`config.mk`:
```
export PLATFORM = sky130hd
export DESIGN_NAME = uart_reporter
export DESIGN_NICKNAME = d
export VERILOG_FILES = /design/src/source/bus_pkg.sv /design/src/source/uart_reporter.sv
export VERILOG_INCLUDE_DIRS = /design/src /design/src/source
export SDC_FILE = /design/constraint.sdc
export NUM_CORES = 1
export LEC_CHECK = 0
export ABC_CLOCK_PERIOD_IN_PS = 3900
export BUFFER_PORTS_ARGS = -buffer_cell sky130_fd_sc_hd__buf_2
export CAP_MARGIN = 25
export CORE_UTILIZATION = 60
export DETAILED_ROUTE_END_ITERATION = 12
export GPL_ROUTABILITY_DRIVEN = 0
export PLACE_DENSITY_LB_ADDON = 0.1
export SLEW_MARGIN = 10
export SYNTH_ARGS = -nofsm -noshare
export SYNTH_HDL_FRONTEND = slang
export SYNTH_SLANG_ARGS = --single-unit
export TNS_END_PERCENT = 20
```
`constraint.sdc`:
```
create_clock -name clock -period 3.9 [get_ports clock]
set_clock_uncertainty 0.1 [all_clocks]
set_input_delay 0.39 -clock clock [delete_from_list [all_inputs] [get_ports clock]]
set_output_delay 0.39 -clock clock [all_outputs]
set_load 0.02 [all_outputs]
```
`src/source/dps_defines.svh`:
```
`ifndef DPS_DEFINES_SVH
`define DPS_DEFINES_SVH

// bus addresses with sensor n at base + n
`define SENSOR_COUNT 2
`define SENSOR_ADDR_BASE 7'h76

// clock dividers
`define I2C_QUARTER_CYCLES 4 // clocks per quarter scl period
`define UART_BIT_CYCLES 8 // 434 on the board

// data widths
`define PRESSURE_BITS 24
`define READ_BYTES_MAX 3

`endif

```
`src/source/bus_pkg.sv`:
```
`include "dps_defines.svh"

package bus_pkg;

	typedef struct packed {
		logic       valid;
		logic       read;
		logic [6:0] addr;
		logic [7:0] reg_addr;
		logic [7:0] wdata;
		logic [1:0] count; // bytes to read
	} i2c_req_t;

	typedef struct packed {
		logic                         done;
		logic [`READ_BYTES_MAX*8-1:0] data; // first byte highest
	} i2c_rsp_t;

	typedef enum logic [2:0] {
		PH_IDLE,
		PH_START,
		PH_SHIFT,
		PH_ACK,
		PH_RESTART,
		PH_STOP
	} i2c_phase_e;

	typedef struct packed {
		logic                      valid;
		logic                      sensor;
		logic [`PRESSURE_BITS-1:0] pressure;
	} report_t;

	typedef enum logic [1:0] {
		UART_IDLE,
		UART_START_BIT,
		UART_DATA,
		UART_STOP_BIT
	} uart_state_e;

endpackage

```
`src/source/uart_reporter.sv`:
```
`timescale 1ns/1ps
`include "dps_defines.svh"

module uart_reporter import bus_pkg::*; (
	input  logic    clock,
	input  logic    reset,
	input  report_t report,
	output logic    ready,
	output logic    uart_out
);
	localparam int BIT_CYCLES = `UART_BIT_CYCLES;
	localparam int BAUD_W = $clog2(BIT_CYCLES + 1);
	localparam int FRAME_BITS = 8 + `PRESSURE_BITS;
	localparam logic [1:0] LAST_BYTE = 2'(FRAME_BITS / 8 - 1);

	uart_state_e state;
	logic [BAUD_W-1:0] baud;
	logic bit_end;
	logic [2:0] bit_cnt;
	logic [1:0] byte_cnt;
	logic [FRAME_BITS-1:0] frame;
	logic [7:0] cur_byte;

	assign ready = (state == UART_IDLE);
	assign bit_end = (baud == BAUD_W'(BIT_CYCLES - 1));
	assign cur_byte = frame[FRAME_BITS-1 -: 8];

	always_ff @(posedge clock or posedge reset) begin
		if (reset) begin
			state <= UART_IDLE;
			baud <= '0;
			bit_cnt <= 3'd0;
			byte_cnt <= 2'd0;
			uart_out <= 1'b1;
		end else begin
			if (state != UART_IDLE)
				baud <= bit_end ? '0 : baud + 1'b1;
			case (state)
				UART_IDLE: begin
					baud <= '0;
					if (report.valid) begin
						state <= UART_START_BIT;
						byte_cnt <= 2'd0;
						uart_out <= 1'b0;
					end
				end
				UART_START_BIT: begin
					if (bit_end) begin
						state <= UART_DATA;
						bit_cnt <= 3'd0;
						uart_out <= cur_byte[0]; // lsb first on the wire
					end
				end
				UART_DATA: begin
					if (bit_end) begin
						if (bit_cnt == 3'd7) begin
							state <= UART_STOP_BIT;
							uart_out <= 1'b1;
						end else begin
							bit_cnt <= bit_cnt + 3'd1;
							uart_out <= cur_byte[bit_cnt + 3'd1];
						end
					end
				end
				UART_STOP_BIT: begin
					if (bit_end) begin
						if (byte_cnt == LAST_BYTE) begin
							state <= UART_IDLE;
						end else begin
							byte_cnt <= byte_cnt + 2'd1;
							state <= UART_START_BIT;
							uart_out <= 1'b0;
						end
					end
				end
				default: state <= UART_IDLE;
			endcase
		end
	end

	// index byte first, then pressure high byte first
	always_ff @(posedge clock) begin
		if (state == UART_IDLE && report.valid)
			frame <= {7'd0, report.sensor, report.pressure};
		else if (state == UART_STOP_BIT && bit_end)
			frame <= frame << 8;
	end

endmodule

```
==> results.md <==
* Maximum clock path buffer count at 2
* H-tree depth at 2
* Clock tree from TritonCTS: built
* Share of async-settable or async-resettable flops after synthesis at 0.273
* DRT iter0 DRCs at 99
* Number of max-cap violations at 0
* Max Slew Vio Count at 0
* Total count of hold-check failures in the final report at 0
* Sequential fraction of design power at 0.677
* Fraction of layout instances using a drive strength above 1 at 0.210
* Average wire per cell in the routed design at 13.7 um
* Antenna violations before repair at 0
* Share of synthesized area occupied by flip-flops and latches at 0.572
* Crit-path max FO at 19
* Top cell type by total area after synthesis: sky130_fd_sc_hd__edfxtp_1
* Minimum period implied by the final worst setup slack at 2.79 ns
* Via count of the first global-routing pass at 1399
* Top flip-flop cell by instance count after synthesis: sky130_fd_sc_hd__edfxtp_1
* Power density normalized to cell area at 311 mW/mm2
* Post-DP HPWL at 2.78 mm
* Actual slew at the worst max-slew pin at 0.822 ns
* Fin crit share at 0.715
* Final core utilization at 0.693
* Via count at 1495
* Commonest non-fill, non-tap cell in the layout: sky130_fd_sc_hd__nand2_1
* Sw frac at 0.211
* Synthesized area per cell at 10.5 um2
* Smallest setup slack after layout at 1.11 ns
* Total clock sinks at 44
* Worst Setup End Kind: flip-flop
* Hold Slack at 0.201 ns
* Number of gates given a new drive strength after cts at 0
* Area growth, synth to finish at 10.9%
* Worst-case reg-to-reg path depth at 5
* Share of power burned in combinational logic at 0.025
* Vias per std cell at 5.44
* Cell area after synthesis at 0.00208 mm2
* Post-layout nets at 264
* Crit path arrival time at 2.74 ns
* Type of the tightest min-delay check: input port to flip-flop
* Status: complete, no violations
* Instance count along the most critical hold path at 3
* Layout Cell Area excl Fill at 0.00231 mm2
* I/O pin count at 30
* HP Start: report[16]
* Worst slack, placed at 1.16 ns
* # rows at 21
* Post-Route WL at 3.76 mm
* Number of iterations in the first detailed-routing pass at 4
* DRC at 0
* Type of element launching the critical path: flip-flop
* Total setup buffers inserted after CTS at 0
* Net count of the mapped netlist at 235
* Power Internal at 0.567 mW
* Launching point of the worst reg2reg path: state[0]
* Clock network fraction of total power at 0.298
* Total power draw at 0.718 mW
* Starting Density at 0.625
* Switching Power at 0.152 mW
* Post-placement cell count at 266
* Height of the die at 60.9 um
* Setup repair after global routing missed its margin: false
* Largest net degree at the start of global routing at 25
* Register bit count reported by yosys at 44
* Fraction of synthesized cell area taken by the top area cell type at 0.360
* Number of antenna cells inserted at 0
* Reg2reg end: frame[14]
* Total congestion overflow after global routing at 0
* Leakage at 0.980 nW
* Worst slew margin at 0.452
* Reg-to-reg setup timing slack at 1.11 ns
* Number of instances in the synthesized netlist at 199
* Cell Count, Final, Fillers Out at 275
* Setup TNS Final at 0 ns
* Global-route wire length before repair at 6.13 mm
* Total placed instance area at 0.00225 mm2
* Final setup violating endpoints at 0
* Top cells by area, synth: sky130_fd_sc_hd__edfxtp_1 36%, sky130_fd_sc_hd__dfrtp_1 13%, sky130_fd_sc_hd__nand2_1 13%, sky130_fd_sc_hd__dfxtp_1 6.7%, sky130_fd_sc_hd__ha_1 4.8%
* Critical Setup Path Class: flip-flop to flip-flop
* VDD IR-drop max at 0.280 mV
* Final antenna-violating net count at 0
* Crit path required time at 3.85 ns
* Synth warnings at 0
* Core area at 0.00334 mm2
* EDFF count, synth at 25
* Gr usage total at 0.233
* Num CTS Buffers at 5
* IO Port Bufs at 29
* Register clock-pin slew on the reported worst setup and hold paths at 0.13 ns
* Yosys cell types at 43
* Area of the die at 0.00371 mm2
* Horiz. Die Dim at 60.9 um
* Max frequency at 358 MHz
* Clk_lat worst skew at 0.35 ns
* Commonest cells after routing, fill and taps aside: 71 x sky130_fd_sc_hd__nand2_1, 29 x sky130_fd_sc_hd__buf_2, 25 x sky130_fd_sc_hd__edfxtp_1, 11 x sky130_fd_sc_hd__dfrtp_1, 9 x sky130_fd_sc_hd__a21oi_1
* Buffer type at the clock tree root: sky130_fd_sc_hd__clkbuf_4
* Hold Path End: frame[16]
[how the worst max path moves through the flow]
stage / from / to / slack (ns) / depth (start not counted)
after floorplan: state[0] / frame[0] / 1.52 / 6
after global placement: state[0] / frame[3] / 1.35 / 5
after detailed placement: state[0] / frame[2] / 1.16 / 5
after CTS: state[0] / frame[5] / 1.12 / 5
after global routing: state[0] / frame[9] / 0.87 / 5
final: state[0] / frame[14] / 1.11 / 5
[cells in the mapped netlist, types with 2 or more instances]
| cell | n |
|---|---|
| sky130_fd_sc_hd__mux2i_1 | 2 |
| sky130_fd_sc_hd__ha_1 | 8 |
| sky130_fd_sc_hd__and3_1 | 8 |
| sky130_fd_sc_hd__edfxtp_1 | 25 |
| sky130_fd_sc_hd__nor3_1 | 2 |
| sky130_fd_sc_hd__o21ai_0 | 2 |
| sky130_fd_sc_hd__nor2b_1 | 2 |
| sky130_fd_sc_hd__dfrtp_1 | 11 |
| sky130_fd_sc_hd__buf_2 | 2 |
| sky130_fd_sc_hd__clkbuf_1 | 5 |
| sky130_fd_sc_hd__dfxtp_1 | 7 |
| sky130_fd_sc_hd__a22o_1 | 7 |
| sky130_fd_sc_hd__and2_1 | 2 |
| sky130_fd_sc_hd__nor2_1 | 4 |
| sky130_fd_sc_hd__nand2_1 | 71 |
| sky130_fd_sc_hd__o21ai_1 | 2 |
| sky130_fd_sc_hd__a21oi_1 | 9 |
| sky130_fd_sc_hd__a21oi_2 | 2 |
| sky130_fd_sc_hd__inv_1 | 4 |
[cell type report]
cell class / count / area [um2]
Inverter: 4 / 15.0
Tap cell: 46 / 57.6
Timing Repair Buffer: 31 / 163
Multi-Input combinational cell: 142 / 830
Sequential cell: 44 / 1190
Fill cell: 255 / 1030
Clock buffer: 6 / 41.3
Clock inverter: 2 / 12.5
[power by group through the flow]
stage / combinational, mW / clock (mW) / sequential [mW]
after floorplan: 0.00317 / 0 / 0.497
after global placement: 0.0164 / 0 / 0.497
after detailed placement: 0.0173 / 0 / 0.497
after CTS: 0.0181 / 0.219 / 0.487
after global routing: 0.0195 / 0.236 / 0.487
final: 0.0180 / 0.214 / 0.486
[state kept, by name, summed over array words and instances, names as in the netlist]
| name | flops |
|---|---|
| baud | 4 |
| bit_cnt | 3 |
| byte_cnt | 2 |
| frame | 32 |
| state | 2 |
| uart_out | 1 |
[kinds of logic (layout without fill, tap and decap cells)]
kind of cell	Yosys count	in the layout	synth area share
fa+ha+maj	8	8	0.0480
simple gates	97	97	0.211
buf+inv	13	43	0.0300
mux	5	5	0.0312
compound gates	31	31	0.103
xor+xnor	1	1	0.00420
flops	44	44	0.572
[critical path: stages (launching register included)]
cell and delay [ns]:
sky130_fd_sc_hd__dfrtp_1 0.43, sky130_fd_sc_hd__inv_1 0.14, sky130_fd_sc_hd__ha_1 0.55, sky130_fd_sc_hd__nand2_1 0.50
sky130_fd_sc_hd__nand2_1 0.42, sky130_fd_sc_hd__buf_4 0.33
[metal layers]
layer / routed length (um) / track usage / up-vias
met5: 0 / 0 / -
met4: 63 / 0.0779 / 0
met3: 148 / 0.0704 / 7
met2: 1910 / 0.399 / 24
met1: 1640 / 0.281 / 710
li1: - / - / 754
[repair_timing]
action	4_1_cts	5_1_grt
hold buffers	1	0
endpoints found under the hold margin	11	0
setup endpoints to repair	0	0
Power figures use the tool's default switching activity.
