<file path="config.mk">
export PLATFORM = sky130hd
export DESIGN_NAME = sensor_sequencer
export DESIGN_NICKNAME = d
export VERILOG_FILES = /design/src/source/sensor_pkg.sv /design/src/source/bus_pkg.sv /design/src/source/sensor_sequencer.sv
export VERILOG_INCLUDE_DIRS = /design/src /design/src/source
export SDC_FILE = /design/constraint.sdc
export NUM_CORES = 1
export LEC_CHECK = 0
export CAP_MARGIN = 15
export CORE_ASPECT_RATIO = 1.1
export CORE_MARGIN = 10
export CORE_UTILIZATION = 65
export DETAILED_ROUTE_END_ITERATION = 8
export DONT_BUFFER_PORTS = 1
export HOLD_SLACK_MARGIN = 0.03
export PLACE_DENSITY_LB_ADDON = 0.12
export RECOVER_POWER = 25
export SLEW_MARGIN = 20
export SYNTH_ARGS = -nofsm -noshare
export SYNTH_HDL_FRONTEND = slang
export SYNTH_SLANG_ARGS = --single-unit
export TNS_END_PERCENT = 20
</file>
<file path="constraint.sdc">
create_clock -name clock -period 5.75 [get_ports clock]
set_input_delay 1.725 -clock clock [delete_from_list [all_inputs] [get_ports clock]]
set_output_delay 1.725 -clock clock [all_outputs]
set_load 0.02 [all_outputs]
</file>
<file path="src/source/dps_defines.svh">
`ifndef DPS_DEFINES_SVH
`define DPS_DEFINES_SVH

// bus addresses with sensor n at base + n
`define SENSOR_COUNT 2
`define SENSOR_ADDR_BASE 7'h76

// clock dividers
`define I2C_QUARTER_CYCLES 4 // clocks per quarter scl period
`define UART_BIT_CYCLES 8 // 434 on the board

// data widths
`define PRESSURE_BITS 24
`define READ_BYTES_MAX 3

`endif

</file>
<file path="src/source/sensor_pkg.sv">
package sensor_pkg;

	// DPS310 register map, only what is touched here
	typedef enum logic [7:0] {
		PSR_B2   = 8'h00,
		PRS_CFG  = 8'h06,
		TMP_CFG  = 8'h07,
		MEAS_CFG = 8'h08
	} dps_reg_e;

	typedef enum logic [2:0] {
		SEQ_IDLE,
		SEQ_CONFIG,
		SEQ_WAIT_CONFIG,
		SEQ_READ,
		SEQ_WAIT_READ,
		SEQ_REPORT
	} seq_state_e;

	typedef struct packed {
		dps_reg_e   reg_addr;
		logic [7:0] value;
	} sensor_cmd_t;

	localparam int CONFIG_STEPS = 3;

	localparam sensor_cmd_t CONFIG_TABLE [CONFIG_STEPS] = '{
		'{reg_addr: PRS_CFG, value: 8'h70}, // max rate, single sample
		'{reg_addr: TMP_CFG, value: 8'h07},
		'{reg_addr: MEAS_CFG, value: 8'h07} // continuous pressure and temperature
	};

endpackage

</file>
<file path="src/source/bus_pkg.sv">
`include "dps_defines.svh"

package bus_pkg;

	typedef struct packed {
		logic       valid;
		logic       read;
		logic [6:0] addr;
		logic [7:0] reg_addr;
		logic [7:0] wdata;
		logic [1:0] count; // bytes to read
	} i2c_req_t;

	typedef struct packed {
		logic                         done;
		logic [`READ_BYTES_MAX*8-1:0] data; // first byte highest
	} i2c_rsp_t;

	typedef enum logic [2:0] {
		PH_IDLE,
		PH_START,
		PH_SHIFT,
		PH_ACK,
		PH_RESTART,
		PH_STOP
	} i2c_phase_e;

	typedef struct packed {
		logic                      valid;
		logic                      sensor;
		logic [`PRESSURE_BITS-1:0] pressure;
	} report_t;

	typedef enum logic [1:0] {
		UART_IDLE,
		UART_START_BIT,
		UART_DATA,
		UART_STOP_BIT
	} uart_state_e;

endpackage

</file>
<file path="src/source/sensor_sequencer.sv">
`timescale 1ns/1ps
`include "dps_defines.svh"

module sensor_sequencer import sensor_pkg::*, bus_pkg::*; (
	input  logic     clock,
	input  logic     reset,
	input  logic     update,
	output logic     busy,
	output i2c_req_t i2c_req,
	input  logic     i2c_ready,
	input  i2c_rsp_t i2c_rsp,
	output report_t  report,
	input  logic     report_ready
);
	localparam int IDX_W = $clog2(`SENSOR_COUNT);
	localparam logic [IDX_W-1:0] LAST_SENSOR = IDX_W'(`SENSOR_COUNT - 1);
	localparam logic [1:0] LAST_STEP = 2'(CONFIG_STEPS - 1);

	seq_state_e state;
	logic [1:0] step;
	logic [IDX_W-1:0] sensor;
	logic [`PRESSURE_BITS-1:0] pressure;
	sensor_cmd_t cmd;

	assign cmd = CONFIG_TABLE[step];

	// request follows state, stays put until the master takes it
	always_comb begin
		i2c_req.valid = (state == SEQ_CONFIG) || (state == SEQ_READ && report_ready);
		i2c_req.read = (state == SEQ_READ);
		i2c_req.addr = `SENSOR_ADDR_BASE + 7'(sensor);
		i2c_req.reg_addr = (state == SEQ_READ) ? PSR_B2 : cmd.reg_addr;
		i2c_req.wdata = cmd.value;
		i2c_req.count = 2'(`READ_BYTES_MAX);
	end

	assign report = '{valid: (state == SEQ_REPORT), sensor: sensor, pressure: pressure};

	always_ff @(posedge clock or posedge reset) begin
		if (reset) begin
			state <= SEQ_IDLE;
			busy <= 1'b0;
			step <= 2'd0;
			sensor <= '0;
		end else begin
			case (state)
				SEQ_IDLE: begin
					if (!busy && update) begin
						busy <= 1'b1;
						step <= 2'd0;
						sensor <= '0;
						state <= SEQ_CONFIG;
					end else if (busy && report_ready) begin
						busy <= 1'b0; // last frame has left the wire
					end
				end
				SEQ_CONFIG: begin
					if (i2c_ready)
						state <= SEQ_WAIT_CONFIG;
				end
				SEQ_WAIT_CONFIG: begin
					if (i2c_rsp.done) begin
						state <= SEQ_CONFIG;
						if (sensor == LAST_SENSOR) begin
							sensor <= '0;
							if (step == LAST_STEP)
								state <= SEQ_READ;
							else
								step <= step + 2'd1;
						end else begin
							sensor <= sensor + 1'b1;
						end
					end
				end
				SEQ_READ: begin
					if (i2c_ready && report_ready)
						state <= SEQ_WAIT_READ;
				end
				SEQ_WAIT_READ: begin
					if (i2c_rsp.done)
						state <= SEQ_REPORT;
				end
				SEQ_REPORT: begin
					if (report_ready) begin
						if (sensor == LAST_SENSOR) begin
							sensor <= '0;
							state <= SEQ_IDLE;
						end else begin
							sensor <= sensor + 1'b1;
							state <= SEQ_READ;
						end
					end
				end
				default: state <= SEQ_IDLE;
			endcase
		end
	end

	always_ff @(posedge clock) begin
		if (state == SEQ_WAIT_READ && i2c_rsp.done)
			pressure <= i2c_rsp.data;
	end

endmodule

</file>
==> results.json <==
{
  "status": "finished clean",
  "port-buffer-count": 0,
  "overflow": 0,
  "synth_area_leaders": "edfxtp_1, dfrtp_1, buf_4",
  "fin_skew_ps": 8.65,
  "timing.rr.end": "pressure[17]",
  "core-area_um2": 2060,
  "whs_ps": 586,
  "crit_required_ps": 4030,
  "hpwl_um": 2430,
  "hold_path.class": "reg2reg",
  "slew_headroom_pct": 51.2,
  "setup_viol": 0,
  "cts_tree": "yes",
  "vias": 746,
  "postCtsSetupBuffers": 0,
  "fin_cells": 136,
  "hold_end": "step[0]",
  "worst-path-stages": 2,
  "synthMuxAreaShare_pct": 1.46,
  "n_antenna_cell": 0,
  "seq_power_share_pct": 44.8,
  "p_leak_nw": 0.557,
  "wl_um": 2950,
  "crit_type": "in2out",
  "finalCritPeriodShare_pct": 68.5,
  "grt_usage_pct": 13.1,
  "grt_first_pass_wirelength_um": 4410,
  "antenna_found_initial": 0,
  "worstSetupEndpointType": "output pin",
  "synth_adder_area_share_pct": 2.58,
  "synthesis.area_um2": 1450,
  "avgRoutedWirePerCell_um": 21.7,
  "p_clk_share_pct": 21.6,
  "min-delay-start": "step[0]",
  "cp_max_fo": 5,
  "ys_seq_elements": 31,
  "first_pass_iters": 4,
  "finalCriticalPeriod_ps": 3940,
  "arrival_ps": 2220,
  "clk_path_buf_depth": 2,
  "pre_cts_ws_ps": 1790,
  "combPwrFrac_pct": 33.6,
  "drive_gt1_share_pct": 12.0,
  "crit_family": "simple AND/OR/NAND/NOR gates",
  "cap_violations": 0,
  "ios": 84,
  "dieArea_um2": 4530,
  "path_cells": "nand2b_1 -> nor2b_1",
  "die_w_um": 65.1,
  "synth-simple-area-share_pct": 12.0,
  "grt_pass1_vias": 785,
  "tightestPinTransition_ps": 729,
  "hold_viol": 0,
  "area_delta_synth_final_pct": -0.258,
  "ys_seq_area_share_pct": 61.7,
  "synthCells": 112,
  "report.final.slew_viol_count": 0,
  "min_path_cells": 2,
  "netSwitchingPower_uw": 322,
  "synth_top_family_by_area": "buffers and inverters",
  "critPathLaunchType": "input pin",
  "fmax_mhz": 254,
  "ys.flop_type": "edfxtp_1",
  "yosys.area.top_type_share_pct": 49.6,
  "power_density_nw_per_um2": 541,
  "ys_types": 33,
  "synthArstFlopShare_pct": 22.6,
  "worstReg2RegStart": "state[1]",
  "peakVddDrop_v": 0.000542,
  "vias_per_cell": 5.49,
  "synth-edff-count": 24,
  "fin_nets": 140,
  "clk_latency_ps": 310,
  "switching_share_pct": 41.1,
  "cts_buffers": 5,
  "cts_sinks": 31,
  "intPower_uw": 462,
  "setup_ws_ps": 1810,
  "yosysWarnings": 0,
  "critPathSlowestCell": "nor2b_1",
  "syn_avg_cell_area_um2": 13.0,
  "cpPeakStageDelay_ps": 400,
  "antenna_left": 0,
  "power.total_uw": 784,
  "drc": 0,
  "final_core_util_pct": 70.2,
  "fin_setup_tns_ps": 0,
  "cts_hold_buf": 0,
  "reg2reg_slack_ps": 3980,
  "ctsResizeCount": 0,
  "design_area_um2": 1450,
  "grt_start_max_net_pins": 25,
  "dp.cells": 128,
  "die_h_um": 69.6,
  "synth_xor_area_share_pct": 0.603,
  "placed_cell_area_um2": 1360,
  "start_util_pct": 70.4,
  "row_count": 17,
  "rsz0062_at_grt": "false",
  "place.gp.congestion": 0.781,
  "rr_worst_depth": 2,
  "htree_num_levels": 2,
  "synth_compound_area_share_pct": 7.58,
  "critPathBufInv": 0,
  "drt-initial-drc-count": 23,
  "clk_pin_slew_ps": 90,
  "yosys.area.top_type": "edfxtp_1",
  "root_buffer": "clkbuf_4"
}
[kinds of logic after synthesis]
group	after synthesis
buffers and inverters	29
XOR/XNOR	1
adder cells (fa/ha/maj)	3
AND/OR/NAND/NOR	28
flip-flops	31
AO/OA/AOI/OAI	16
other	2
multiplexers	2
[placed cells by master, fill, tap and decap left out, drive strengths merged]
cell,instances
edfxtp,24
conb,14
dfrtp,7
nand2,6
clkbuf,6
nand2b,5
a21oi,4
inv,4
nor2,4
o21ai,4
nor2b,3
and2,3
ha,3
clkinv,2
nand3b,2
a41o,1
nor3,1
a31oi,1
nor3b,1
nor4,1
a2bb2oi,1
xnor2,1
a22oi,1
o32ai,1
nand3,1
o311ai,1
a211oi,1
mux2i,1
nand4b,1
a21o,1
mux2,1
bufinv,1
[synthesized netlist by cell type (all sizes together), types with 2 or more instances]
cell / number
dfrtp: 7
buf: 24
nor2: 4
inv: 4
and2: 3
o21ai: 4
nand2b: 5
nand2: 6
ha: 3
nor2b: 3
nand3b: 2
conb: 2
a21oi: 4
edfxtp: 24
[how the worst max path moves through the flow]
| stage | from | to | slack (ps) |
|---|---|---|---|
| finish | report_ready | i2c_req[26] | 1810 |
| CTS | report_ready | i2c_req[26] | 1790 |
| global route | report_ready | i2c_req[26] | 1770 |
| detailed placement | report_ready | i2c_req[26] | 1790 |
| global placement | report_ready | i2c_req[26] | 1800 |
| floorplan | report_ready | i2c_req[26] | 1870 |
[power by group through the flow]
stage	combinational [mW]	sequential, mW	clock [mW]
finish	0.263	0.351	0.169
global route	0.290	0.359	0.190
CTS	0.265	0.351	0.175
detailed placement	0.265	0.356	0
global placement	0.259	0.354	0
floorplan	0.320	0.315	0
[worst register-to-register path: stages (launching register included)]
cell	delay, ps
dfrtp_1	560
nand2b_1	290
nor2_4	550
[registers in the layout (all words and copies together), names as in the netlist]
| name | count |
|---|---|
| step | 2 |
| sensor | 1 |
| pressure | 24 |
| busy | 1 |
| state | 3 |
[layout make-up]
class / count / area [um^2]
Clock buffer: 6 / 51.3
Inverter: 5 / 20.0
Sequential cell: 31 / 896
Clock inverter: 2 / 35.0
Tap cell: 28 / 35.0
Multi-Input combinational cell: 64 / 412
Fill cell: 145 / 614
[metal layers]
layer  global-route usage [%]  routed length (um)
met1                     12.6                1010
met2                     21.7                1600
met3                     7.41                 316
met4                     6.60                  25
met5                        0                   0
No activity file was read; power rests on OpenSTA's default activity.
