## src/source/dps_defines.svh

```systemverilog
`ifndef DPS_DEFINES_SVH
`define DPS_DEFINES_SVH

// bus addresses with sensor n at base + n
`define SENSOR_COUNT 2
`define SENSOR_ADDR_BASE 7'h76

// clock dividers
`define I2C_QUARTER_CYCLES 4 // clocks per quarter scl period
`define UART_BIT_CYCLES 8 // 434 on the board

// data widths
`define PRESSURE_BITS 24
`define READ_BYTES_MAX 3

`endif

```

## src/source/bus_pkg.sv

```systemverilog
`include "dps_defines.svh"

package bus_pkg;

	typedef struct packed {
		logic       valid;
		logic       read;
		logic [6:0] addr;
		logic [7:0] reg_addr;
		logic [7:0] wdata;
		logic [1:0] count; // bytes to read
	} i2c_req_t;

	typedef struct packed {
		logic                         done;
		logic [`READ_BYTES_MAX*8-1:0] data; // first byte highest
	} i2c_rsp_t;

	typedef enum logic [2:0] {
		PH_IDLE,
		PH_START,
		PH_SHIFT,
		PH_ACK,
		PH_RESTART,
		PH_STOP
	} i2c_phase_e;

	typedef struct packed {
		logic                      valid;
		logic                      sensor;
		logic [`PRESSURE_BITS-1:0] pressure;
	} report_t;

	typedef enum logic [1:0] {
		UART_IDLE,
		UART_START_BIT,
		UART_DATA,
		UART_STOP_BIT
	} uart_state_e;

endpackage

```

## src/source/i2c_master.sv

```systemverilog
`timescale 1ns/1ps
`include "dps_defines.svh"

module i2c_master import bus_pkg::*; (
	input  logic     clock,
	input  logic     reset,
	input  i2c_req_t req,
	output logic     ready,
	output i2c_rsp_t rsp,
	output logic     scl,
	output logic     sda_low,
	input  logic     sda_in
);
	localparam int QC = `I2C_QUARTER_CYCLES;
	localparam int DIV_W = $clog2(QC + 1);

	i2c_phase_e phase;
	i2c_req_t cur;
	logic [DIV_W-1:0] div;
	logic tick;
	logic [1:0] quarter;
	logic [2:0] bit_idx;
	logic [2:0] byte_idx;
	logic [2:0] last_byte;
	logic rx_byte;
	logic [7:0] tx_byte;
	logic done;
	logic [`READ_BYTES_MAX*8-1:0] rx_data;
	logic scl_next;
	logic sda_low_next;

	assign ready = (phase == PH_IDLE);
	assign tick = (div == DIV_W'(QC - 1));
	// byte 0 address, 1 register, then data or address again plus read bytes
	assign last_byte = cur.read ? 3'd2 + 3'(cur.count) : 3'd2;
	assign rx_byte = cur.read && (byte_idx > 3'd2);
	assign rsp = '{done: done, data: rx_data};

	always_comb begin
		case (byte_idx)
			3'd0: tx_byte = {cur.addr, 1'b0};
			3'd1: tx_byte = cur.reg_addr;
			3'd2: tx_byte = cur.read ? {cur.addr, 1'b1} : cur.wdata;
			default: tx_byte = 8'hff;
		endcase
	end

	// scl high in the middle two quarters of a bit
	always_comb begin
		scl_next = quarter[0] ^ quarter[1];
		sda_low_next = 1'b0;
		case (phase)
			PH_IDLE: scl_next = 1'b1;
			PH_START: begin
				scl_next = (quarter != 2'd3);
				sda_low_next = quarter[1]; // falls while scl high
			end
			PH_RESTART: sda_low_next = quarter[1];
			PH_SHIFT: sda_low_next = !rx_byte && !tx_byte[bit_idx];
			PH_ACK: sda_low_next = rx_byte && (byte_idx != last_byte); // nack on last
			PH_STOP: begin
				scl_next = (quarter != 2'd0);
				sda_low_next = !quarter[1];
			end
			default: ;
		endcase
	end

	always_ff @(posedge clock or posedge reset) begin
		if (reset) begin
			phase <= PH_IDLE;
			div <= '0;
			quarter <= 2'd0;
			bit_idx <= 3'd0;
			byte_idx <= 3'd0;
			done <= 1'b0;
			scl <= 1'b1;
			sda_low <= 1'b0;
		end else begin
			scl <= scl_next;
			sda_low <= sda_low_next;
			done <= 1'b0;
			if (phase == PH_IDLE) begin
				div <= '0;
				quarter <= 2'd0;
				byte_idx <= 3'd0;
				if (req.valid)
					phase <= PH_START;
			end else begin
				div <= tick ? '0 : div + 1'b1;
				if (tick) begin
					quarter <= quarter + 2'd1;
					if (quarter == 2'd3) begin
						case (phase)
							PH_START, PH_RESTART: begin
								phase <= PH_SHIFT;
								bit_idx <= 3'd7;
							end
							PH_SHIFT: begin
								if (bit_idx == 3'd0)
									phase <= PH_ACK;
								else
									bit_idx <= bit_idx - 3'd1;
							end
							PH_ACK: begin
								byte_idx <= byte_idx + 3'd1;
								bit_idx <= 3'd7;
								if (byte_idx == last_byte)
									phase <= PH_STOP;
								else if (cur.read && byte_idx == 3'd1)
									phase <= PH_RESTART;
								else
									phase <= PH_SHIFT;
							end
							PH_STOP: begin
								phase <= PH_IDLE;
								done <= 1'b1;
							end
							default: phase <= PH_IDLE;
						endcase
					end
				end
			end
		end
	end

	always_ff @(posedge clock) begin
		if (phase == PH_IDLE && req.valid) begin
			cur <= req;
			rx_data <= '0;
		end else if (phase == PH_SHIFT && rx_byte && tick && quarter == 2'd1) begin
			rx_data <= {rx_data[$bits(rx_data)-2:0], sda_in}; // sample mid scl high
		end
	end

endmodule

```

## config.mk

```make
export PLATFORM = sky130hd
export DESIGN_NAME = i2c_master
export DESIGN_NICKNAME = d
export VERILOG_FILES = /design/src/source/bus_pkg.sv /design/src/source/i2c_master.sv
export VERILOG_INCLUDE_DIRS = /design/src /design/src/source
export SDC_FILE = /design/constraint.sdc
export NUM_CORES = 1
export LEC_CHECK = 0
export ABC_AREA = 0
export BUFFER_PORTS_ARGS = -buffer_cell sky130_fd_sc_hd__buf_2
export CAP_MARGIN = 10
export CORE_ASPECT_RATIO = 1.5
export CORE_MARGIN = 3
export CORE_UTILIZATION = 49
export DETAILED_ROUTE_END_ITERATION = 10
export GPL_ROUTABILITY_DRIVEN = 0
export HOLD_SLACK_MARGIN = 0.1
export PLACE_DENSITY = 0.85
export SLEW_MARGIN = 20
export SYNTH_ARGS = -nofsm -noshare
export SYNTH_HDL_FRONTEND = slang
export SYNTH_SLANG_ARGS = --single-unit
```

## constraint.sdc

```tcl
create_clock -name clock -period 1.8 [get_ports clock]
set_input_delay 0.27 -clock clock [delete_from_list [all_inputs] [get_ports clock]]
set_output_delay 0.27 -clock clock [all_outputs]
set_load 0.005 [all_outputs]
```

==> results.md, run 1 <==
* Filler cell count at between 300 and 400
* Die ar. at roughly 0.0070 mm²
* Worst Hold Class: in2reg
* Synth cell types at a little over 50
* WL/cell at about 18 µm
* Final-report hold violation count at 0
* Synth Cell Area at 0.002942 mm²
* FF-to-FF Start: byte_idx[1]
* First-pass GRT wire length at between 10 and 15 mm
* IO Pins at 58
* CP endpoint: sda_low
* Total congestion overflow at 0
* Post-synthesis sequential area ratio at 0.5738
* Dominant cells by area after synthesis: edfxtp_1 (27%), dfxtp_1 (16%), dfrtp_1 (14%)
* Ys flop type: edfxtp_1
* Reg2reg end: sda_low
* Pin count of the biggest net entering global routing at 52
* Most frequent cell after synthesis: nand2_1
* Max IR drop VDD at about 0.72 mV
* Clk buf depth at 2
* Initial Utilization at 0.5200
* Clk slew on worst S/H paths at 0.08 ns
* Die W at slightly below 70 µm
* DRT antenna net count at 0
* CP startpoint kind: flop
* Max Cap Viol at 0
* Vias in the first global route at ~2,500
* Final wirelength at ~8.0 mm
* Synth top area share at 0.2654
* DRT Pass-1 Iters at 4
* Final setup margin at -0.1003 ns
* Ys async rst share at 0.2537
* WHS at ~0.11 ns
* Number of I/O port buffers at between 50 and 60
* FF+latch area at about 0.0017 mm²
* Ant diodes at 0
* Slew headroom at 0.5244
* Via Count at 2,595
* Max-slew violations at 0
* Outcome: finished with violations
* Max FO, Critical Path at 8
* Worst Path Required at approximately 2.0 ns
* Register bit total from synthesis at 67
* CTS tree: built
* Worst skew pair latency at roughly 0.35 ns
* R2R depth at 7
* EDFF count, synth at 26
* Die height at ~100 µm
* CTS Buf Count at 9
* Layout area overhead at 31.60%
* DP Wirelength at between 4 and 5 mm
* Initial antenna violation count at 0
* Row count at 33
* Synthesized Nets at between 300 and 400
* Failing checks: setup timing
* Worst-Margin Slew at 0.7125 ns
* Core area at around 0.0057 mm²
* Fin crit share at 1.056
* Synth warnings at 0
* CTS root buf: clkbuf_8
* Worst path arrival time at 2.11 ns
* Final Setup Violations at 1
* Post-synth top area cell: edfxtp_1
* Nets@finish at about 420
* DRC Markers at 0
* Post-Syn Instances at between 200 and 300
* Synth Area per Inst at between 10 and 15 µm²
* Critical Path Start: byte_idx[1]
* PD cells at between 1000 and 1500 mW/mm²
* Vias/cell at between 5 and 6
* H-tree levels at 3
* Clock sink total at 67
* Footprint of the multi-input gates at approximately 0.0012 mm²
* RSZ-0062 raised after global routing: yes
* Drt initial violations at around 150
* Fmax at approximately 530 MHz
* Tot GR Track Use at 0.2148
* Setup WS pre-CTS at -0.002521 ns
* Synth cell count leaders: nand2_1 (60), a21oi_1 (37), edfxtp_1 (26), dfxtp_1 (24), nor2_1 (20)
* Share of layout cells above drive strength 1 at 0.2865
* Leak at 1.620 nW
* Tmin final at between 1.5 and 2 ns
* WS Path Type: reg2reg
* Worst setup EP type: flop
* Worst reg-to-reg setup slack at -0.10 ns
* Skew final at slightly above 0.007 ns
-- final cells by class --
class,instances,share of cell area
Sequential cell,67,0.4363
Multi-Input combinational cell,193,0.3038
Timing Repair Buffer,98,0.1768
Clock buffer,12,0.04331
Tap cell,70,0.02262
Inverter,10,0.009696
Clock inverter,4,0.007434
-- worst min path at each step --
stage,startpoint,end,slack (ns),cells after the start
2_1_floorplan,reset,bit_idx[0],0.20,1
3_3_place_gp,reset,done,0.40,2
3_5_place_dp,reset,bit_idx[1],0.43,2
4_1_cts,req[25],cur[25],0.10,1
5_1_grt,req[22],cur[22],0.1,1
6_report,req[22],cur[22],0.11,1
-- cell usage in the layout, fill, tap and decap left out, types with 3 or more instances in the layout --
cell type      netlist  layout
a21oi_1             37      36
a221o_1              5       5
buf_2               10      57
buf_4                2      13
clkbuf_8             0      10
dfrtp_1             16      15
dfxtp_1             24      24
dlygate4sd3_1        0      25
edfxtp_1            26      26
ha_1                10       8
inv_1               10       8
nand2_1             60      60
nand2b_1             3       3
nand3_1              3       3
nor2_1              20      18
nor2_2               1       3
nor2b_1              5       5
nor3_1               5       5
o21ai_0              4       4
xnor2_1              3       3
-- power by group --
part | total (mW) | switching (mW) | internal, mW
Clock | 1.24 | 0.605 | 0.636
Combinational | 1.21 | 0.661 | 0.550
Sequential | 1.98 | 0.161 | 1.82
Total | 4.43 | 1.43 | 3.00
-- repair_timing --
item,4_1_cts,5_1_grt
buffers inserted,0,1
gates resized for setup,2,13
pin swaps,1,5
setup endpoints to repair,1,21
endpoints found under the hold margin,37,3
hold buffers,22,3
-- critical path: stages, from the launching register on --
cell,delay (ns)
dfrtp_2,0.46
inv_2,0.08
ha_2,0.18
nor2b_4,0.28
a221oi_2,0.10
a21boi_0,0.15
o311ai_1,0.35
o211ai_1,0.15
-- per-layer routing --
layer | wire, µm | global-route usage
met5 | 0 | 0
met4 | 304 | 0.1053
met3 | 402 | 0.05888
met2 | 4373 | 0.3985
met1 | 2882 | 0.2200
-- state kept, by name, indices dropped and copies added (netlist names) --
signal	flops
div	3
bit_idx	3
quarter	2
phase	3
sda_low	1
byte_idx	3
cur	26
rx_data	24
done	1
scl	1
-- cell families (layout without fill, tap and decap cells) --
| logic type | count (synthesis) | count (layout) | share of synthesized area |
|---|---|---|---|
| buffers and inverters | 26 | 124 | 0.04509 |
| flip-flops | 67 | 67 | 0.5738 |
| XOR/XNOR | 5 | 5 | 0.01489 |
| AO/OA/AOI/OAI | 64 | 64 | 0.1348 |
| AND/OR/NAND/NOR | 111 | 111 | 0.1761 |
| adder cells (fa/ha/maj) | 10 | 10 | 0.04254 |
| multiplexers | 3 | 3 | 0.01276 |
-- metrics by stage --
| step | area [µm²] | util | setup TNS [ns] | power, mW | std cells |
|---|---|---|---|---|---|
| final | 3871 | 0.6844 | -0.1003 | 4.432 | 454 |
| after global routing | 3871 | 0.6844 | -0.1791 | 4.651 | 454 |
| after CTS | 3782 | 0.6687 | 0 | 4.312 | 450 |
| after detailed placement | 3358 | 0.5937 | -0.002521 | 3.067 | 412 |
| after global placement | 3358 | 0.5937 | 0 | 3.013 | 412 |
| after floorplan | 2944 | - | 0 | 2.721 | 286 |
No activity file was read; power rests on OpenSTA's default activity.
==> run 2, diff against run 1 <==
--- a/config.mk
+++ b/config.mk
@@ -12,6 +12,7 @@
 export CORE_ASPECT_RATIO = 1.5
 export CORE_MARGIN = 3
 export CORE_UTILIZATION = 49
+export CTS_BUF_LIST = sky130_fd_sc_hd__clkbuf_8 sky130_fd_sc_hd__clkbuf_16
 export DETAILED_ROUTE_END_ITERATION = 10
 export GPL_ROUTABILITY_DRIVEN = 0
 export HOLD_SLACK_MARGIN = 0.1
==> run 2 against run 1 <==
Effect of this change: final cell count is 0.44% lower; combinational power hardly changed; register-to-register slack better by 0.02 ns; die area stayed put; largest power group unchanged; critical path type unchanged; fmax is 0.81% higher; routed wire length is 6.5% lower; the run still ends with setup timing left; sequential cell count stayed put; largest cell class unchanged; total power is 1.2% lower; non-clock buffer count is 2 lower; clock power hardly changed.
==> results.md, run 2 (synthesis gave the netlist of run 1 again) <==
* Reg2reg end: sda_low
* Pin count of the biggest net entering global routing at 52 (unchanged)
* FF-to-FF Start: byte_idx[1]
* Vias in the first global route at 2,515 (+0.80%)
* Max reg flops at 26 (unchanged)
* Outcome: finished with violations
* WHS at 0.1078 ns (-0.002883 ns)
* Worst path arrival time at 2.14 ns (+0.03 ns)
* Int Pwr at 2.983 mW (-0.73%)
* Initial antenna violation count at 0 (unchanged)
* CP Cell Sequence: inv_2, ha_2, nor2b_4, a221o_1, o221ai_2, o22ai_1, o211ai_1
* Sw frac at 0.3186 (-0.003555)
* Worst setup EP type: flop
* Worst Hold Class: in2reg
* Worst-Margin Slew at 0.7143 ns (+0.001757 ns)
* DP Wirelength at 4.237 mm (unchanged)
* Ant diodes at 0 (unchanged)
* NetSw at 1.394 mW (-2.3%)
* Filler cell count at 386 (+4.6%)
* Max Cap Viol at 0 (unchanged)
* First-pass GRT wire length at 11.92 mm (+1.1%)
* Fin crit share at 1.047 (-0.008516)
* Slew headroom at 0.5233 (-0.001173)
* Drt initial violations at 137 (-5.5%)
* Most frequent cells in the layout: nand2_1 (60), buf_2 (57), a21oi_1 (36), edfxtp_1 (26), dfxtp_1 (24)
* Final Cell Area at 0.003830 mm² (-1.1%)
* CP endpoint: sda_low
* Die ar. at 0.006988 mm² (unchanged)
* Max IR drop VDD at 0.7531 mV (+5.2%)
* IO Pins at 58 (unchanged)
* Via Count at 2,482 (-4.4%)
* Commonest non-fill, non-tap cell in the layout: nand2_1
* H-tree levels at 3 (unchanged)
* Worst skew pair latency at 0.34 ns (about the same)
* CP delay by family, top: compound AO/OA/AOI/OAI gates
* Clk slew on worst S/H paths at 0.07 ns (about the same)
* Worst Path Required at 2.06 ns (+0.05 ns)
* WS Path Type: reg2reg
* Critical Path Start: byte_idx[1]
* Top reg by flops: cur
* CTS root buf: clkbuf_8
* Final setup margin at -0.08497 ns (+0.01533 ns)
* Fmax at 530.5 MHz (+0.81%)
* RSZ-0062 raised after global routing: yes
* CP Buf/Inv Count at 1 (unchanged)
* Row count at 33 (unchanged)
* Number of I/O port buffers at 57 (unchanged)
* Clk pwr share at 0.277 (-0.003)
* CP Depth at 7 (unchanged)
* Die height at 100.9 µm (unchanged)
* PD cells at 1143 mW/mm² (-0.18%)
* Final wirelength at 7.448 mm (-6.5%)
* Layout area overhead at 30.20%
* Placed cell count at 412 (unchanged)
* DRT antenna net count at 0 (unchanged)
* WL/cell at 16.48 µm (-6.1%)
* Max-slew violations at 0 (unchanged)
* Total congestion overflow at 0 (unchanged)
* Tmin final at 1.885 ns (-0.01533 ns)
* Final Power at 4.377 mW (-1.2%)
* Worst reg-to-reg setup slack at -0.08 ns (+0.02 ns)
* CTS tree: built
* Top flop regs: cur: 26 flops, rx_data: 24 flops
* Comb pwr share at 0.272 (about the same)
* Nets@finish at 417 (-0.48%)
* Tot GR Track Use at 0.2196 (+0.004835)
* Slowest stage delay, CP at 0.42 ns (-0.04 ns)
* DRC Markers at 0 (unchanged)
* Slowest cell on the critical path: dfrtp_1
* Core area at 0.005657 mm² (unchanged)
* Skew final at 0.009485 ns (+0.002427 ns)
* Clock sink total at 67 (unchanged)
* Seq pwr share at 0.451 (+0.004)
* Final-report hold violation count at 0 (unchanged)
* Die W at 69.26 µm (unchanged)
* CTS Buf Count at 9 (unchanged)
* R2R depth at 7 (unchanged)
* Clk buf depth at 2 (unchanged)
* DRT Pass-1 Iters at 5 (+1)
* Placed inst area at 0.003358 mm² (unchanged)
* Initial Utilization at 0.5200 (unchanged)
* Max FO, Critical Path at 8 (unchanged)
* Vias/cell at 5.491 (-3.9%)
* Share of layout cells above drive strength 1 at 0.2801 (-0.006354)
* CP startpoint kind: flop
* Layout Cells excl Fill at 452 (-0.44%)
* Leak at 1.609 nW (-0.66%)
* Final Setup Violations at 1 (unchanged)
* Failing checks: setup timing
[run 2: worst register-to-register path, cell delays in order (launching register included)]
cell and delay (ns):
dfrtp_1 0.42, inv_2 0.07, ha_2 0.19, nor2b_4 0.16
a221o_1 0.42, o221ai_2 0.22, o22ai_1 0.14, o211ai_1 0.18
[run 2: repair_timing]
| action | in CTS | in global routing |
|---|---|---|
| endpoints found under the setup margin | 1 | 26 |
| buffers inserted | 0 | 2 |
| gates resized for setup | 2 | 9 |
| pin swaps | 1 | 8 |
| endpoints found under the hold margin | 37 | 0 |
| gates cloned | 0 | 0 |
| hold buffers | 22 | 0 |
[run 2: worst min-delay path by stage]
stage               cells after the start  slack (ns)  startpoint         end
finish                                  1        0.11     req[25]     cur[25]
global route                            1        0.11     req[18]     cur[18]
CTS                                     1        0.10     req[25]     cur[25]
detailed placement                      2        0.43       reset  bit_idx[1]
global placement                        2        0.40       reset        done
floorplan                               1        0.20       reset  bit_idx[0]
[run 2: layout make-up]
type | instances | area [µm²] | area share
clock buffers | 11 | 162.7 | 0.04247
clock inverters | 5 | 32.53 | 0.008494
inverters | 10 | 37.54 | 0.009801
multi-input cells | 193 | 1164 | 0.3038
flip-flops and latches | 67 | 1688 | 0.4407
well taps | 70 | 87.58 | 0.02287
repair buffers | 96 | 658.1 | 0.1718
[run 2: stage by stage]
| step | util | setup WS, ns | setup TNS (ns) |
|---|---|---|---|
| after detailed placement | 0.5937 | -0.002521 | -0.002521 |
| after global routing | 0.6771 | -0.1255 | -0.2049 |
| final | 0.6771 | -0.08497 | -0.08497 |
| after global placement | 0.5937 | 0.09302 | 0 |
| after CTS | 0.6684 | 0.004011 | 0 |
| after floorplan | - | 0.05159 | 0 |
[run 2: power groups by stage]
stage	Clock, mW	Combinational [mW]	Sequential (mW)
2_1_floorplan	0	0.750	1.97
3_3_place_gp	0	1.02	1.99
3_5_place_dp	0	1.07	2.00
4_1_cts	1.22	1.11	1.97
5_1_grt	1.28	1.31	2.00
6_report	1.21	1.19	1.97
[run 2: layer usage]
metal,vias to the layer above,track usage,routed length [µm]
met5,-,0,0
met4,0,0.1248,269
met3,22,0.04890,328
met2,84,0.4147,4143
met1,1196,0.2186,2706
li1,1180,-,-
==> run 3, diff against run 2 <==
--- a/config.mk
+++ b/config.mk
@@ -9,13 +9,16 @@
 export ABC_AREA = 0
 export BUFFER_PORTS_ARGS = -buffer_cell sky130_fd_sc_hd__buf_2
 export CAP_MARGIN = 10
+export CELL_PAD_IN_SITES_DETAIL_PLACEMENT = 1
+export CELL_PAD_IN_SITES_GLOBAL_PLACEMENT = 1
 export CORE_ASPECT_RATIO = 1.5
 export CORE_MARGIN = 3
-export CORE_UTILIZATION = 49
+export CORE_UTILIZATION = 38
 export CTS_BUF_LIST = sky130_fd_sc_hd__clkbuf_8 sky130_fd_sc_hd__clkbuf_16
 export DETAILED_ROUTE_END_ITERATION = 10
 export GPL_ROUTABILITY_DRIVEN = 0
 export HOLD_SLACK_MARGIN = 0.1
+export MAX_ROUTING_LAYER = met4
 export PLACE_DENSITY = 0.85
 export SLEW_MARGIN = 20
 export SYNTH_ARGS = -nofsm -noshare
==> run 3 against run 2 <==
Effect of this change: the run still ends with setup timing left; die area up 27%; total power up 3.9%; clock skew about the same; setup slack worse by 0.22 ns; routed wire length up 36%; register-to-register slack worse by 0.22 ns; sequential power up 3%; non-clock buffer count up 9; sequential share of layout area down 1.5 points; critical path type unchanged; largest power group unchanged.
==> results.md, run 3 (synthesis gave the netlist of run 1 again) <==
* Fin crit share at 1.172 (+0.1244)
* Most frequent cells in the layout: nand2_1 (60), buf_2 (57), a21oi_1 (35), edfxtp_1 (26), dlygate4sd3_1 (26)
* Reg2reg end: sda_low
* Tmin final at 2.109 ns (+0.2240 ns)
* CP Cell Sequence: inv_2, ha_4, nor3b_4, buf_4, a221o_1, a21oi_2, o311ai_1, o211ai_1
* Slew headroom at 0.5221 (-0.001184)
* CP Depth at 8 (+1)
* CTS root buf: clkbuf_8
* Clk buf depth at 2 (unchanged)
* Critical Path Start: byte_idx[0]
* Core area at 0.007370 mm² (+30%)
* Final setup margin at -0.3089 ns (-0.2240 ns)
* Max IR drop VDD at 0.7635 mV (+1.4%)
* Worst-Margin Slew at 0.7161 ns (+0.001775 ns)
* DRC Markers at 0 (unchanged)
* PD cells at 1145 mW/mm² (+0.18%)
* Nets@finish at 426 (+2.2%)
* Worst reg-to-reg setup slack at -0.31 ns (-0.22 ns)
* Placed cell count at 441 (+7.0%)
* Layout area overhead at 35.05%
* Initial Utilization at 0.3992 (-0.1209)
* Ant diodes at 0 (unchanged)
* CTS tree: built
* Die ar. at 0.008854 mm² (+27%)
* First-pass GRT wire length at 14.69 mm (+23%)
* Pin count of the biggest net entering global routing at 52 (unchanged)
* Max-slew violations at 0 (unchanged)
* Failing checks: setup timing
* Skew final at 0.009330 ns (-0.0001557 ns)
* Vias in the first global route at 2,821 (+12%)
* Worst Hold Class: in2reg
* Number of I/O port buffers at 57 (unchanged)
* Max FO, Critical Path at 3 (-5)
* Max Cap Viol at 0 (unchanged)
* Seq pwr share at 0.447 (-0.004)
* Top reg by flops: cur
* Int Pwr at 3.029 mW (+1.6%)
* IO Pins at 58 (unchanged)
* Sw frac at 0.3339 (+0.01536)
* DRT Pass-1 Iters at 4 (-1)
* Clk pwr share at 0.280 (+0.003)
* Fmax at 474.2 MHz (-11%)
* Vias/cell at 5.360 (-2.4%)
* Commonest non-fill, non-tap cell in the layout: nand2_1
* WL met2 at 5.520 mm (+33%)
* CP delay by family, top: compound AO/OA/AOI/OAI gates
* NetSw at 1.519 mW (+8.9%)
* R2R depth at 8 (+1)
* CP endpoint: sda_low
* Comb pwr share at 0.273 (about the same)
* Layout Cells excl Fill at 491 (+8.6%)
* Worst Path Required at 2.01 ns (-0.05 ns)
* Slowest cell on the critical path: o311ai_1
* Outcome: finished with violations
* Die height at 113.8 µm (+13%)
* Final Setup Violations at 27 (+26)
* Hold path cells at 1 (unchanged)
* Final core utilization at 0.5390 (-0.1380)
* DP Wirelength at 5.352 mm (+26%)
* WL/cell at 20.68 µm (+26%)
* CP Buf/Inv Count at 2 (+1)
* CP startpoint kind: flop
* Worst path arrival time at 2.32 ns (+0.18 ns)
* Tot GR Track Use at 0.2269 (+0.007284)
* Clk slew on worst S/H paths at 0.08 ns (about the same)
* RSZ-0062 raised after global routing: yes
* Worst skew pair latency at 0.36 ns (+0.02 ns)
* Final wirelength at 10.16 mm (+36%)
* FF-to-FF Start: byte_idx[0]
* H-tree levels at 3 (unchanged)
* CTS Buf Count at 9 (unchanged)
* Leak at 1.659 nW (+3.1%)
* Wl on met1 at 3.894 mm (+44%)
* DRT antenna net count at 0 (unchanged)
* Final-report hold violation count at 0 (unchanged)
* Top flop regs: cur: 26 flops, rx_data: 24 flops
* Drt initial violations at 166 (+21%)
* Row count at 38 (+15%)
* WS Path Type: reg2reg
* Total congestion overflow at 0 (unchanged)
* Clock sink total at 67 (unchanged)
* Initial antenna violation count at 0 (unchanged)
* Slowest stage delay, CP at 0.45 ns (+0.03 ns)
* Worst setup EP type: flop
* Top sig layer: met4
* Via Count at 2,632 (+6.0%)
* Max reg flops at 26 (unchanged)
* Metal3 WL at 331 µm (+0.91%)
* Setup TNS Final at -1.844 ns (-1.759 ns)
* Die W at 77.84 µm (+12%)
* Share of layout cells above drive strength 1 at 0.2941 (+0.01401)
run 3: cell types whose count changed in the layout (fill, tap and decap cells not counted), sizes merged:
cell	previous run	this run
buf	74	79
clkbuf	11	10
dlygate4sd3	22	26
inv	14	13
clkinv	1	2
bufinv	0	1
run 3: routing by layer:
| layer | track usage | up-vias |
|---|---|---|
| met4 | 0.1259 | 0 |
| met2 | 0.4085 | 83 |
| met1 | 0.2299 | 1333 |
| met5 | - | - |
| li1 | - | 1188 |
| met3 | 0.03870 | 28 |
run 3: what timing repair did:
| item | 4_1_cts | 5_1_grt |
|---|---|---|
| hold buffers | 26 | 0 |
| endpoints found under the hold margin | 41 | 0 |
| setup endpoints to repair | 1 | 30 |
| pin swaps | 5 | 7 |
| setup buffers | 5 | 3 |
| resized for setup | 9 | 9 |
run 3: per-stage QoR:
stage	setup slack, ns	instance area [µm²]	total power, mW	hold WS (ns)
2_1_floorplan	0.05159	2944	2.721	0.1953
3_3_place_gp	0.07957	3401	3.016	0.4179
3_5_place_dp	-0.06598	3401	3.103	0.4191
4_1_cts	-0.1043	3925	4.407	0.1207
5_1_grt	-0.3415	3973	4.765	0.1227
6_report	-0.3089	3973	4.548	0.1312
run 3: worst min-delay path by stage:
stage               startpoint         end  slack [ns]
floorplan                reset  bit_idx[0]        0.20
global placement         reset  bit_idx[0]        0.42
detailed placement       reset  bit_idx[0]        0.42
CTS                    req[16]     cur[16]        0.12
global route           req[16]     cur[16]        0.12
finish                 req[16]     cur[16]        0.13
run 3: power by group through the flow:
stage                     Combinational (mW)  Clock (mW)  Sequential (mW)
after floorplan                        0.750           0             1.97
after global placement                 0.995           0             2.02
after detailed placement                1.07           0             2.03
after CTS                               1.15        1.25             2.01
after global routing                    1.36        1.35             2.06
final                                   1.24        1.27             2.03
run 3: final cells by class:
type	instances	area, µm²
flip-flops and latches	67	1692
multi-input cells	193	1177
inverters	10	37.54
fillers	797	3397
clock buffers	10	137.6
repair buffers	105	752.0
well taps	100	125.1
clock inverters	6	51.30
